$ cat src/common/zports_cfg.svh
/*
 * zports port map
 * low address bytes, xxBD readback sub-addresses and reset values
 */
`ifndef ZPORTS_CFG_SVH
`define ZPORTS_CFG_SVH

// low address byte of each port
`define ZP_FE      8'hFE      // border, beeper, keyboard
`define ZP_F6      8'hF6      // FE alias with a[3] low
`define ZP_F7      8'hF7
`define ZP_FD      8'hFD      // 7FFD paging and AY
`define ZP_FB      8'hFB      // covox
`define ZP_KJOY    8'h1F      // kempston joystick
`define ZP_VGSYS   8'hFF
`define ZP_VGCOM   8'h1F
`define ZP_VGTRK   8'h3F
`define ZP_VGSEC   8'h5F
`define ZP_VGDAT   8'h7F
`define ZP_KMOUSE  8'hDF
`define ZP_SDCFG   8'h77
`define ZP_SDDAT   8'h57
`define ZP_ATM77   8'h77
`define ZP_BF      8'hBF      // evo config
`define ZP_BE      8'hBE      // nmi end, readback
`define ZP_BD      8'hBD      // readback
`define ZP_ULAPLUS 8'h3B

// xxBD / xxBE readback, selected by a[12:8]
`define ZP_BD_P7FFD  5'h0A
`define ZP_BD_PEFF7  5'h0B
`define ZP_BD_PXX77  5'h0C
`define ZP_BD_BORDER 5'h0F

// scr_mode 011, turbo 0, pen 1, cpm_n 0, pen2 0
`define ZP_ATM77_RST 7'b0110100

`define ZP_RASTER_128K 2'b11  // ulaplus only with this raster

`endif
$ cat src/common/zports_pkg.sv
/*
 * zports types
 * resolved port select and the structs passed between the port blocks
 */
`default_nettype none

package zports_pkg;

	// one value per resolved port, address and shadow mode already applied
	typedef enum logic [4:0]
	{
		SEL_NONE,
		SEL_FE,
		SEL_F6,
		SEL_7FFD,
		SEL_AY,        // BFFD / FFFD
		SEL_EFF7,
		SEL_F7_OTHER,  // any other xxF7
		SEL_KJOY,
		SEL_VG,        // 1F 3F 5F 7F in shadow mode
		SEL_VGSYS,
		SEL_KMOUSE,
		SEL_SDCFG,
		SEL_SDDAT,
		SEL_ATM77,
		SEL_BF,
		SEL_BE,
		SEL_BD,
		SEL_COVOX,
		SEL_ULAPLUS
	} port_sel_e;

	// decoded bus cycle
	typedef struct packed
	{
		port_sel_e  sel;
		logic       wr;    // one fclk pulse
		logic       rd;    // one fclk pulse
		logic [7:0] a_hi;  // a[15:8]
		logic [7:0] data;  // din
	} io_req_t;

	// xx77 register
	typedef struct packed
	{
		logic [2:0] scr_mode;
		logic       turbo;
		logic       pen;    // not inverted
		logic       cpm_n;
		logic       pen2;   // not inverted
	} atm_cfg_t;

	// xxBF register
	typedef struct packed
	{
		logic shadow_en;
		logic romrw_en;
		logic set_nmi;
		logic brk_ena;
		logic pal444_ena;
	} evo_cfg_t;

endpackage

`default_nettype wire

$ cat src/rtl/zports.sv
/*
 * zports top
 * io port block of the spectrum computer, bus strobes feeding the port registers
 */
`timescale 1ns/1ns
`default_nettype none

module zports import zports_pkg::*; (
	input  wire         fclk,
	input  wire         rst_n,
	input  wire         zpos,
	input  wire  [15:0] a,
	input  wire  [ 7:0] din,
	input  wire         iorq_n,
	input  wire         rd_n,
	input  wire         wr_n,
	input  wire         dos,
	input  wire  [ 1:0] modes_raster,
	input  wire         tape_read,
	input  wire  [ 4:0] keys_in,
	input  wire  [ 7:0] kj_in,
	input  wire  [ 7:0] mus_in,
	input  wire  [ 7:0] sd_dataout,
	output logic [ 7:0] dout,
	output logic        dataout,
	output logic        porthit,
	output logic        external_port,
	output logic [ 3:0] border,
	output evo_cfg_t    evo_cfg,
	output atm_cfg_t    atm_cfg,
	output logic [ 7:0] p7ffd,
	output logic [ 7:0] peff7,
	output logic        pent1m_rom,
	output logic [ 5:0] pent1m_page,
	output logic        pent1m_1m_on,
	output logic        pent1m_ram0_0,
	output logic        romrw_en,
	output logic        beeper_wr,
	output logic        covox_wr,
	output logic        clr_nmi,
	output logic        sd_cs_n_val,
	output logic        sd_cs_n_stb,
	output logic        sd_start,
	output logic [ 7:0] sd_datain,
	output logic        up_ena,
	output logic [ 5:0] up_paladdr,
	output logic [ 7:0] up_paldata,
	output logic        up_palwr
);

	logic       io_wr, io_rd;
	logic       shadow;
	io_req_t    req;
	logic [7:0] p7ffd_raw, peff7_raw;
	logic [7:0] sd_buf, up_last;

	bus_strobes bus_strobes_i (.fclk, .rst_n, .zpos, .iorq_n, .rd_n, .wr_n, .io_wr, .io_rd);

	port_decode port_decode_i (
		.fclk, .rst_n, .a, .din, .iorq_n, .rd_n, .io_wr, .io_rd, .dos,
		.shadow_en(evo_cfg.shadow_en), .modes_raster,
		.req, .shadow, .porthit, .external_port, .dataout
	);

	config_regs config_regs_i (
		.fclk, .rst_n, .req, .shadow, .border, .evo_cfg, .atm_cfg,
		.p7ffd_raw, .peff7_raw, .p7ffd, .peff7, .pent1m_rom, .pent1m_page,
		.pent1m_1m_on, .pent1m_ram0_0, .romrw_en, .beeper_wr, .covox_wr, .clr_nmi
	);

	ulaplus_regs ulaplus_regs_i (
		.fclk, .rst_n, .req, .up_ena, .up_paladdr, .up_paldata, .up_palwr, .up_last
	);

	sd_port sd_port_i (
		.fclk, .rst_n, .req, .sd_dataout, .sd_cs_n_val, .sd_cs_n_stb, .sd_start,
		.sd_datain, .sd_buf
	);

	read_mux read_mux_i (
		.req, .tape_read, .keys_in, .kj_in, .mus_in, .dos, .border, .evo_cfg, .atm_cfg,
		.p7ffd_raw, .peff7_raw, .sd_buf, .up_last, .dout
	);

endmodule

`default_nettype wire

$ cat src/rtl/read_mux.sv
/*
 * z80 read data
 * value per resolved port, xxBD/xxBE readback selected by a[12:8]
 */
`timescale 1ns/1ns
`default_nettype none

`include "zports_cfg.svh"

module read_mux import zports_pkg::*; (
	input  wire io_req_t req,
	input  wire          tape_read,
	input  wire  [4:0]   keys_in,
	input  wire  [7:0]   kj_in,
	input  wire  [7:0]   mus_in,
	input  wire          dos,
	input  wire  [3:0]   border,
	input  wire evo_cfg_t evo_cfg,
	input  wire atm_cfg_t atm_cfg,
	input  wire  [7:0]   p7ffd_raw,
	input  wire  [7:0]   peff7_raw,
	input  wire  [7:0]   sd_buf,
	input  wire  [7:0]   up_last,
	output logic [7:0]   dout
);

	logic [7:0] bd_mux;

	////////////////////////////////////////////////////////////////////////////
	// readback registers
	always_comb
		case (req.a_hi[4:0])
			`ZP_BD_P7FFD:  bd_mux = p7ffd_raw;  // unmasked
			`ZP_BD_PEFF7:  bd_mux = peff7_raw;
			`ZP_BD_PXX77:  bd_mux = {~atm_cfg.pen2, atm_cfg.cpm_n, ~atm_cfg.pen, dos,
			                         atm_cfg.turbo, atm_cfg.scr_mode};
			`ZP_BD_BORDER: bd_mux = {4'h0, border};
			default:       bd_mux = 8'hFF;
		endcase

	always_comb
		case (req.sel)
			SEL_FE,
			SEL_F6:      dout = {1'b1, tape_read, 1'b0, keys_in};
			SEL_KJOY:    dout = kj_in;
			SEL_KMOUSE:  dout = mus_in;
			SEL_SDCFG:   dout = 8'h00;   // card present, writable
			SEL_SDDAT:   dout = sd_buf;
			SEL_BF:
			begin
				// bit 2 font write reads as zero
				dout = {2'b00, evo_cfg.pal444_ena, evo_cfg.brk_ena, evo_cfg.set_nmi,
				        1'b0, evo_cfg.romrw_en, evo_cfg.shadow_en};
			end
			SEL_BE,
			SEL_BD:      dout = bd_mux;
			SEL_ULAPLUS: dout = up_last;
			default:     dout = 8'hFF;   // F7, vg, ay and the rest
		endcase

endmodule

`default_nettype wire

$ cat src/rtl/sd_port.sv
/*
 * sd card port
 * chip-select and spi start strobes, latch of the spi read byte
 */
`timescale 1ns/1ns
`default_nettype none

module sd_port import zports_pkg::*; (
	input  wire          fclk,
	input  wire          rst_n,
	input  wire io_req_t req,
	input  wire  [7:0]   sd_dataout,  // byte from spi module
	output logic         sd_cs_n_val,
	output logic         sd_cs_n_stb,
	output logic         sd_start,
	output logic [7:0]   sd_datain,
	output logic [7:0]   sd_buf       // read back on SDDAT
);

	logic dat_rd;

	assign dat_rd      = req.rd && req.sel == SEL_SDDAT;
	assign sd_cs_n_stb = req.wr && req.sel == SEL_SDCFG;
	assign sd_cs_n_val = req.data[1];
	assign sd_start    = dat_rd || (req.wr && req.sel == SEL_SDDAT); // any data access
	assign sd_datain   = dat_rd ? 8'hFF : req.data;                  // reads clock out ones

	// previous transfer result, stable through contended read cycles
	always_ff @(posedge fclk or negedge rst_n)
		if (!rst_n)
			sd_buf <= 8'hFF;
		else if (sd_start)
			sd_buf <= sd_dataout;

endmodule

`default_nettype wire

$ cat src/regs/ulaplus_regs.sv
/*
 * ulaplus registers
 * select/data port pair, palette address, mode enable and last written byte
 */
`timescale 1ns/1ns
`default_nettype none

module ulaplus_regs import zports_pkg::*; (
	input  wire          fclk,
	input  wire          rst_n,
	input  wire io_req_t req,
	output logic         up_ena,
	output logic [5:0]   up_paladdr,
	output logic [7:0]   up_paldata,  // R3G3B2
	output logic         up_palwr,
	output logic [7:0]   up_last
);

	logic up_select; // 1 mode register, 0 palette
	logic sel_wr;    // bf3b style, a[14] low
	logic dat_wr;    // ff3b style, a[14] high

	assign sel_wr = req.wr && req.sel == SEL_ULAPLUS && !req.a_hi[6];
	assign dat_wr = req.wr && req.sel == SEL_ULAPLUS &&  req.a_hi[6];

	always_ff @(posedge fclk or negedge rst_n)
		if (!rst_n)
			up_select <= 1'b0;
		else if (sel_wr && req.data[7:6] == 2'b01)
			up_select <= 1'b1;
		else if (sel_wr && req.data[7:6] == 2'b00)
			up_select <= 1'b0;

	always_ff @(posedge fclk)
		if (sel_wr && req.data[7:6] == 2'b00)
			up_paladdr <= req.data[5:0];

	always_ff @(posedge fclk)
		if (dat_wr)
			up_last <= req.data;

	always_ff @(posedge fclk or negedge rst_n)
		if (!rst_n)
			up_ena <= 1'b0;
		else if (dat_wr && up_select)
			up_ena <= req.data[0];

	assign up_palwr   = dat_wr && !up_select;
	assign up_paldata = {req.data[4:2], req.data[7:5], req.data[1:0]}; // G3R3B2 in
endmodule

`default_nettype wire

$ cat src/regs/config_regs.sv
/*
 * config and paging registers
 * FE border, xxBF, xx77, 7FFD and EFF7 with their locks, write-only strobes
 */
`timescale 1ns/1ns
`default_nettype none

`include "zports_cfg.svh"

module config_regs import zports_pkg::*; (
	input  wire         fclk,
	input  wire         rst_n,
	input  wire io_req_t req,
	input  wire         shadow,
	output logic [ 3:0] border,
	output evo_cfg_t    evo_cfg,
	output atm_cfg_t    atm_cfg,
	output logic [ 7:0] p7ffd_raw,
	output logic [ 7:0] peff7_raw,
	output logic [ 7:0] p7ffd,      // 1 MB lock applied
	output logic [ 7:0] peff7,
	output logic        pent1m_rom,
	output logic [ 5:0] pent1m_page,
	output logic        pent1m_1m_on,
	output logic        pent1m_ram0_0,
	output logic        romrw_en,
	output logic        beeper_wr,
	output logic        covox_wr,
	output logic        clr_nmi
);

	logic border_we;
	logic block1m;    // eff7 bit 2
	logic block7ffd;  // 48k lock

	assign border_we = req.wr && (req.sel == SEL_FE || req.sel == SEL_F6);
	assign block1m   = peff7_raw[2];
	assign block7ffd = p7ffd_raw[5] & block1m;

	////////////////////////////////////////////////////////////////////////////
	// FE / F6 border, top bit is inverted a[3]
	always_ff @(posedge fclk or negedge rst_n)
		if (!rst_n)
			border <= 4'h0;
		else if (border_we)
			border <= {req.sel == SEL_F6, req.data[2:0]};

	// xxBF, bit 2 not kept
	always_ff @(posedge fclk or negedge rst_n)
		if (!rst_n)
			evo_cfg <= '0;
		else if (req.wr && req.sel == SEL_BF)
		begin
			evo_cfg.shadow_en  <= req.data[0];
			evo_cfg.romrw_en   <= req.data[1];
			evo_cfg.set_nmi    <= req.data[3];
			evo_cfg.brk_ena    <= req.data[4];
			evo_cfg.pal444_ena <= req.data[5];
		end

	// xx77, decoded only in shadow mode
	always_ff @(posedge fclk or negedge rst_n)
		if (!rst_n)
			atm_cfg <= atm_cfg_t'(`ZP_ATM77_RST);
		else if (req.wr && req.sel == SEL_ATM77)
		begin
			atm_cfg.scr_mode <= req.data[2:0];
			atm_cfg.turbo    <= req.data[3];
			atm_cfg.pen      <= ~req.a_hi[0];  // a[8]
			atm_cfg.cpm_n    <=  req.a_hi[1];  // a[9]
			atm_cfg.pen2     <= ~req.a_hi[6];  // a[14]
		end

	////////////////////////////////////////////////////////////////////////////
	// paging
	always_ff @(posedge fclk or negedge rst_n)
		if (!rst_n)
			p7ffd_raw <= 8'h00;
		else if (req.wr && req.sel == SEL_7FFD && !block7ffd)
			p7ffd_raw <= req.data; // 2..0 page, 3 screen, 4 rom, 5 lock48k, 7..6 hi page

	// eef7 is not writable in shadow mode
	always_ff @(posedge fclk or negedge rst_n)
		if (!rst_n)
			peff7_raw <= 8'h00;
		else if (req.wr && req.sel == SEL_EFF7 && !req.a_hi[4] && !shadow)
			peff7_raw <= req.data; // 0 p16c, 2 block1m, 3 ram0, 4 turbo off

	assign p7ffd = {block1m ? 3'b000 : p7ffd_raw[7:5], p7ffd_raw[4:0]};
	assign peff7 = block1m ? {peff7_raw[7], 1'b0, peff7_raw[5:4], 3'b000, peff7_raw[0]}
	                       : peff7_raw;

	assign pent1m_rom    = p7ffd_raw[4];
	assign pent1m_page   = {p7ffd_raw[7:5], p7ffd_raw[2:0]};
	assign pent1m_1m_on  = ~peff7_raw[2];
	assign pent1m_ram0_0 = peff7_raw[3];
	assign romrw_en      = evo_cfg.romrw_en;

	// strobes, same cycle as the bus pulse
	assign beeper_wr = req.wr && req.sel == SEL_FE;
	assign covox_wr  = req.wr && req.sel == SEL_COVOX;
	assign clr_nmi   = req.wr && req.sel == SEL_BE;

	// every beeper write also lands in the border register
	a_beeper_border: assert property (@(posedge fclk) disable iff (!rst_n)
		beeper_wr |-> border_we ##1 (border[2:0] == $past(req.data[2:0])));

endmodule

`default_nettype wire

$ cat src/rtl/port_decode.sv
/*
 * io port decoder
 * low address byte plus shadow mode to one port select, porthit and external_port
 */
`timescale 1ns/1ns
`default_nettype none

`include "zports_cfg.svh"

module port_decode import zports_pkg::*; (
	input  wire         fclk,
	input  wire         rst_n,
	input  wire  [15:0] a,
	input  wire  [ 7:0] din,
	input  wire         iorq_n,
	input  wire         rd_n,
	input  wire         io_wr,
	input  wire         io_rd,
	input  wire         dos,
	input  wire         shadow_en,     // bit 0 of xxBF
	input  wire  [ 1:0] modes_raster,
	output io_req_t     req,
	output logic        shadow,
	output logic        porthit,       // internal port, keeps the zxbus off
	output logic        external_port, // AY and VG93
	output logic        dataout        // we drive the z80 data bus
);

	logic [7:0] loa;
	logic       up_ports;   // ulaplus visible
	port_sel_e  sel;

	assign loa      = a[7:0];
	assign shadow   = dos | shadow_en;
	assign up_ports = (modes_raster == `ZP_RASTER_128K);

	////////////////////////////////////////////////////////////////////////////
	// port resolution
	always_comb
	begin
		sel = SEL_NONE;
		if (loa == `ZP_FE)
			sel = SEL_FE;
		else if (loa == `ZP_F6)
			sel = SEL_F6;
		else if (loa == `ZP_FD)
			sel = a[15] ? SEL_AY : SEL_7FFD;
		else if (loa == `ZP_F7)
			sel = (a[8] ^ shadow) ? SEL_EFF7 : SEL_F7_OTHER; // EEF7 style in shadow
		else if (loa == `ZP_KJOY && !shadow)
			sel = SEL_KJOY;
		else if ((loa == `ZP_VGCOM || loa == `ZP_VGTRK ||
		          loa == `ZP_VGSEC || loa == `ZP_VGDAT) && shadow)
			sel = SEL_VG;
		else if (loa == `ZP_VGSYS && shadow)
			sel = SEL_VGSYS;
		else if (loa == `ZP_KMOUSE)
			sel = SEL_KMOUSE;
		else if (loa == `ZP_SDCFG && !shadow)
			sel = SEL_SDCFG;
		else if (loa == `ZP_ATM77 && shadow)
			sel = SEL_ATM77;
		else if (loa == `ZP_SDDAT)
			sel = (shadow && a[15]) ? SEL_SDCFG : SEL_SDDAT; // cfg moves here in dos
		else if (loa == `ZP_BF)
			sel = SEL_BF;
		else if (loa == `ZP_BE)
			sel = SEL_BE;
		else if (loa == `ZP_BD)
			sel = SEL_BD;
		else if (loa == `ZP_FB)
			sel = SEL_COVOX;
		else if (loa == `ZP_ULAPLUS && up_ports)
			sel = SEL_ULAPLUS;
	end

	// covox is write only and left to the bus
	assign porthit       = (sel != SEL_NONE) && (sel != SEL_COVOX);
	assign external_port = (sel == SEL_AY) || (sel == SEL_VG);
	assign dataout       = porthit & ~iorq_n & ~rd_n & ~external_port;

	assign req.sel  = sel;
	assign req.wr   = io_wr;
	assign req.rd   = io_rd;
	assign req.a_hi = a[15:8];
	assign req.data = din;

	a_hit_has_sel: assert property (@(posedge fclk) disable iff (!rst_n)
		porthit |-> (req.sel != SEL_NONE));

endmodule

`default_nettype wire

$ cat src/rtl/bus_strobes.sv
/*
 * z80 io bus strobes
 * samples iorq_n/rd_n/wr_n on zpos, one fclk pulse per read or write cycle
 */
`timescale 1ns/1ns
`default_nettype none

module bus_strobes (
	input  wire  fclk,
	input  wire  rst_n,
	input  wire  zpos,    // z80 rising edge qualifier
	input  wire  iorq_n,
	input  wire  rd_n,
	input  wire  wr_n,
	output logic io_wr,   // single cycle
	output logic io_rd    // single cycle
);

	logic [1:0] wr_smp; // [0] zpos sample, [1] delayed copy
	logic [1:0] rd_smp;

	// first stage only moves on zpos
	always_ff @(posedge fclk or negedge rst_n)
		if (!rst_n)
		begin
			wr_smp[0] <= 1'b0;
			rd_smp[0] <= 1'b0;
		end
		else if (zpos)
		begin
			wr_smp[0] <= ~(iorq_n | wr_n);
			rd_smp[0] <= ~(iorq_n | rd_n);
		end

	// second stage and edge detect every fclk
	always_ff @(posedge fclk or negedge rst_n)
		if (!rst_n)
		begin
			wr_smp[1] <= 1'b0;
			rd_smp[1] <= 1'b0;
			io_wr     <= 1'b0;
			io_rd     <= 1'b0;
		end
		else
		begin
			wr_smp[1] <= wr_smp[0];
			rd_smp[1] <= rd_smp[0];
			io_wr     <= wr_smp[0] & ~wr_smp[1]; // rising edge only
			io_rd     <= rd_smp[0] & ~rd_smp[1];
		end

	// z80 never reads and writes in one cycle, pulses never stretch
	a_no_overlap: assert property (@(posedge fclk) disable iff (!rst_n)
		!(io_wr && io_rd));
	a_single_pulse: assert property (@(posedge fclk) disable iff (!rst_n)
		(io_wr |=> !io_wr) and (io_rd |=> !io_rd));

endmodule

`default_nettype wire

$ cat config.mk
export PLATFORM = sky130hd
export DESIGN_NAME = zports
export DESIGN_NICKNAME = d
export VERILOG_FILES = /design/src/common/zports_pkg.sv /design/src/rtl/zports.sv /design/src/rtl/read_mux.sv /design/src/rtl/sd_port.sv /design/src/regs/ulaplus_regs.sv /design/src/regs/config_regs.sv /design/src/rtl/port_decode.sv /design/src/rtl/bus_strobes.sv
export VERILOG_INCLUDE_DIRS = /design/src /design/src/common
export SDC_FILE = /design/constraint.sdc
export NUM_CORES = 1
export LEC_CHECK = 0
export BUFFER_PORTS_ARGS = -buffer_cell sky130_fd_sc_hd__buf_2
export CAP_MARGIN = 20
export CORE_ASPECT_RATIO = 1.25
export CORE_MARGIN = 2
export CORE_UTILIZATION = 55
export CTS_CLUSTER_DIAMETER = 150
export DETAILED_ROUTE_END_ITERATION = 10
export PLACE_DENSITY = 0.95
export SLEW_MARGIN = 20
export SYNTH_ARGS = -nofsm -noshare
export SYNTH_HDL_FRONTEND = slang
export SYNTH_HIERARCHICAL = 1
export SYNTH_SLANG_ARGS = --single-unit
export TNS_END_PERCENT = 10
$ cat constraint.sdc
create_clock -name fclk -period 6.4 [get_ports fclk]
set_input_delay 0.96 -clock fclk [delete_from_list [all_inputs] [get_ports fclk]]
set_output_delay 0.96 -clock fclk [all_outputs]
set_load 0.005 [all_outputs]
==> metrics.txt <==
Max VDD drop=0.000154 V; Net Sw Frac=0.263; Slew @ Worst Pin=0.732 ns; maximum fanout along the worst path=19; CP endpoint=dout[0]; post-DP HPWL=8.69 mm; clock share of power=0.426; CP Capture Type=output port; register-to-register setup slack=2.89 ns; Worst Setup SP=a[5]; status=complete, no violations; Post-CTS Setup Bufs=0; synthesized area=0.00414 mm2; total gr overflow=0; Chip Width=81.6 um; reg2reg start=config_regs_i/evo_cfg[4]; final setup fails=0; # Max-Cap Violations=0; Clock Latency Late Sink=0.35 ns; Static Leak=around 0.0023 uW; Mapped Nets=464; WHS=0.392 ns; Via Count=approximately 3,600; diodes inserted=0; P_sw=245 uW; Max Transition Viols Final=0; CTS Sinks=62; # DRC=0; TritonCTS clock tree=yes; R2R depth=10; Iter 0 DRT Violations=308; Avg WL per Cell=19.3 um; largest net degree at the start of global routing=49; CTS buffer count=9; cts hold-fix bufs=0; fmax=slightly above 0.2 GHz; All-Layer GR Usage=0.281; Clock transition at path regs=0.07 ns; part of the power in registers=0.454; Resized Gates After CTS=0; Clock Tree Buf Depth=2; Final Hold Viols=0; Antenna Violating Nets Remaining=0; Mapped Cells=between 400 and 500; Ys Warns=6; relative slew slack=0.512; Placed Instances=580; I/O Pins=146; clk root buf=clkbuf_8; H-tree levels=3; Setup TNS Final=0 ns; row count=35; CP arrival=3.99 ns; clock skew=approximately 0.013 ns; RSZ-0062 raised after global routing=no; die height=~100 um; initial antenna violation count=0; GP Congestion=0.943; CP required=about 5.4 ns; Gate power share=0.120; Nets=562; total wire length=11.5 mm; final critical-path required period=approximately 5.0 ns; Int Pwr=687 uW; Hold Crit Class=reg2reg; Finished Layout Cells=596; vias per cell=6.10; DR pass1 iterations=5; critical path class=in2out; Mean Syn Cell Area=about 10 um2; Startpoint Class=primary input; Placeable Area=between 0.007 and 0.008 mm2; PwrDens=194 mW/mm2; number of global-route vias before repair=3,505; Final Total Pwr=932 uW; Initial Utilization=0.563; port bufs=143; worst flop-to-flop path endpoint=config_regs_i/peff7_raw[2]; P&R area growth vs syn=16.0%; share of layout cells above drive strength 1=0.472; period utilization=0.774; die area=0.00824 mm2; first-pass GRT wire length=17.4 mm
per-stage QoR:
stage / util / cell area (um2) / setup slack [ns]
after global placement: 0.621 / 4570 / 1.66
final: 0.653 / 4800 / 1.45
after global routing: 0.653 / 4800 / 1.29
after detailed placement: 0.621 / 4570 / 1.57
after CTS: 0.652 / 4800 / 1.56
after floorplan: - / 4140 / 2.14
how the worst min path moves through the flow:
stage	startpoint	end	slack, ns	cells after the start
floorplan	bus_strobes_i/rd_smp[0]	bus_strobes_i/rd_smp[1]	0.36	0
CTS	bus_strobes_i/rd_smp[1]	bus_strobes_i/io_rd	0.40	1
global route	bus_strobes_i/rd_smp[1]	bus_strobes_i/io_rd	0.40	1
finish	bus_strobes_i/rd_smp[1]	bus_strobes_i/io_rd	0.39	1
global placement	bus_strobes_i/rd_smp[0]	bus_strobes_i/rd_smp[1]	0.38	0
detailed placement	bus_strobes_i/rd_smp[1]	bus_strobes_i/io_rd	0.39	1
power by group through the flow:
stage	Sequential [uW]	Combinational [uW]	Clock, uW
finish	423	112	397
global route	424	122	420
CTS	423	112	399
detailed placement	431	111	0
global placement	430	107	0
floorplan	428	68.6	0
critical path, cell delays in order:
cell       delay (ns)
buf_2            0.20
nand2_1          0.10
nor3_1           0.42
nand2_1          0.10
a21boi_1         0.24
o21a_1           0.60
nand3_1          0.29
nor3_2           0.51
a222oi_1         0.22
o2111ai_1        0.17
buf_2            0.17
registers in the layout, summed over array words and instances, names as in the netlist, 2 cells and up:
signal / count
config_regs_i/p7ffd_raw: 8
config_regs_i/peff7_raw: 8
sd_port_i/sd_buf: 8
ulaplus_regs_i/up_last: 8
config_regs_i/atm_cfg: 7
ulaplus_regs_i/up_paladdr: 6
config_regs_i/border: 4
config_regs_i/evo_cfg: 4
bus_strobes_i/rd_smp: 2
bus_strobes_i/wr_smp: 2
layout by cell type, fill, tap and decap left out, types with 5 or more instances in the layout:
| master | instances |
|---|---|
| a21oi_1 | 8 |
| mux2_4 | 8 |
| o21ai_1 | 6 |
| dfrtp_1 | 37 |
| o2111ai_1 | 6 |
| a22oi_1 | 6 |
| buf_2 | 142 |
| nand3_1 | 14 |
| clkbuf_8 | 9 |
| nor2_1 | 24 |
| o31ai_1 | 5 |
| nand2b_1 | 14 |
| nor2b_1 | 14 |
| dfstp_2 | 11 |
| nand2_1 | 26 |
| o21ai_0 | 10 |
| mux2_2 | 35 |
| edfxtp_1 | 14 |
| inv_1 | 12 |
| nand4_1 | 9 |
layer usage:
| metal | share of wire | global-route usage | wire (um) | vias up |
|---|---|---|---|---|
| met2 | 0.50 | 0.458 | 5750 | 196 |
| met1 | 0.38 | 0.346 | 4380 | 1763 |
| met4 | 0.042 | 0.146 | 479 | 0 |
| met5 | 0 | 0 | 0 | - |
| li1 | - | - | - | 1636 |
| met3 | 0.075 | 0.0591 | 862 | 39 |
area by class of cell:
| cell class | instances | area, um2 |
|---|---|---|
| inverters | 13 | 48.8 |
| repair buffers | 144 | 726 |
| flip-flops and latches | 62 | 1640 |
| multi-input cells | 269 | 2050 |
| clock inverters | 7 | 104 |
| clock buffers | 9 | 124 |
| well taps | 92 | 115 |
| fillers | 598 | 2550 |
(Power assumes the default switching activity.)
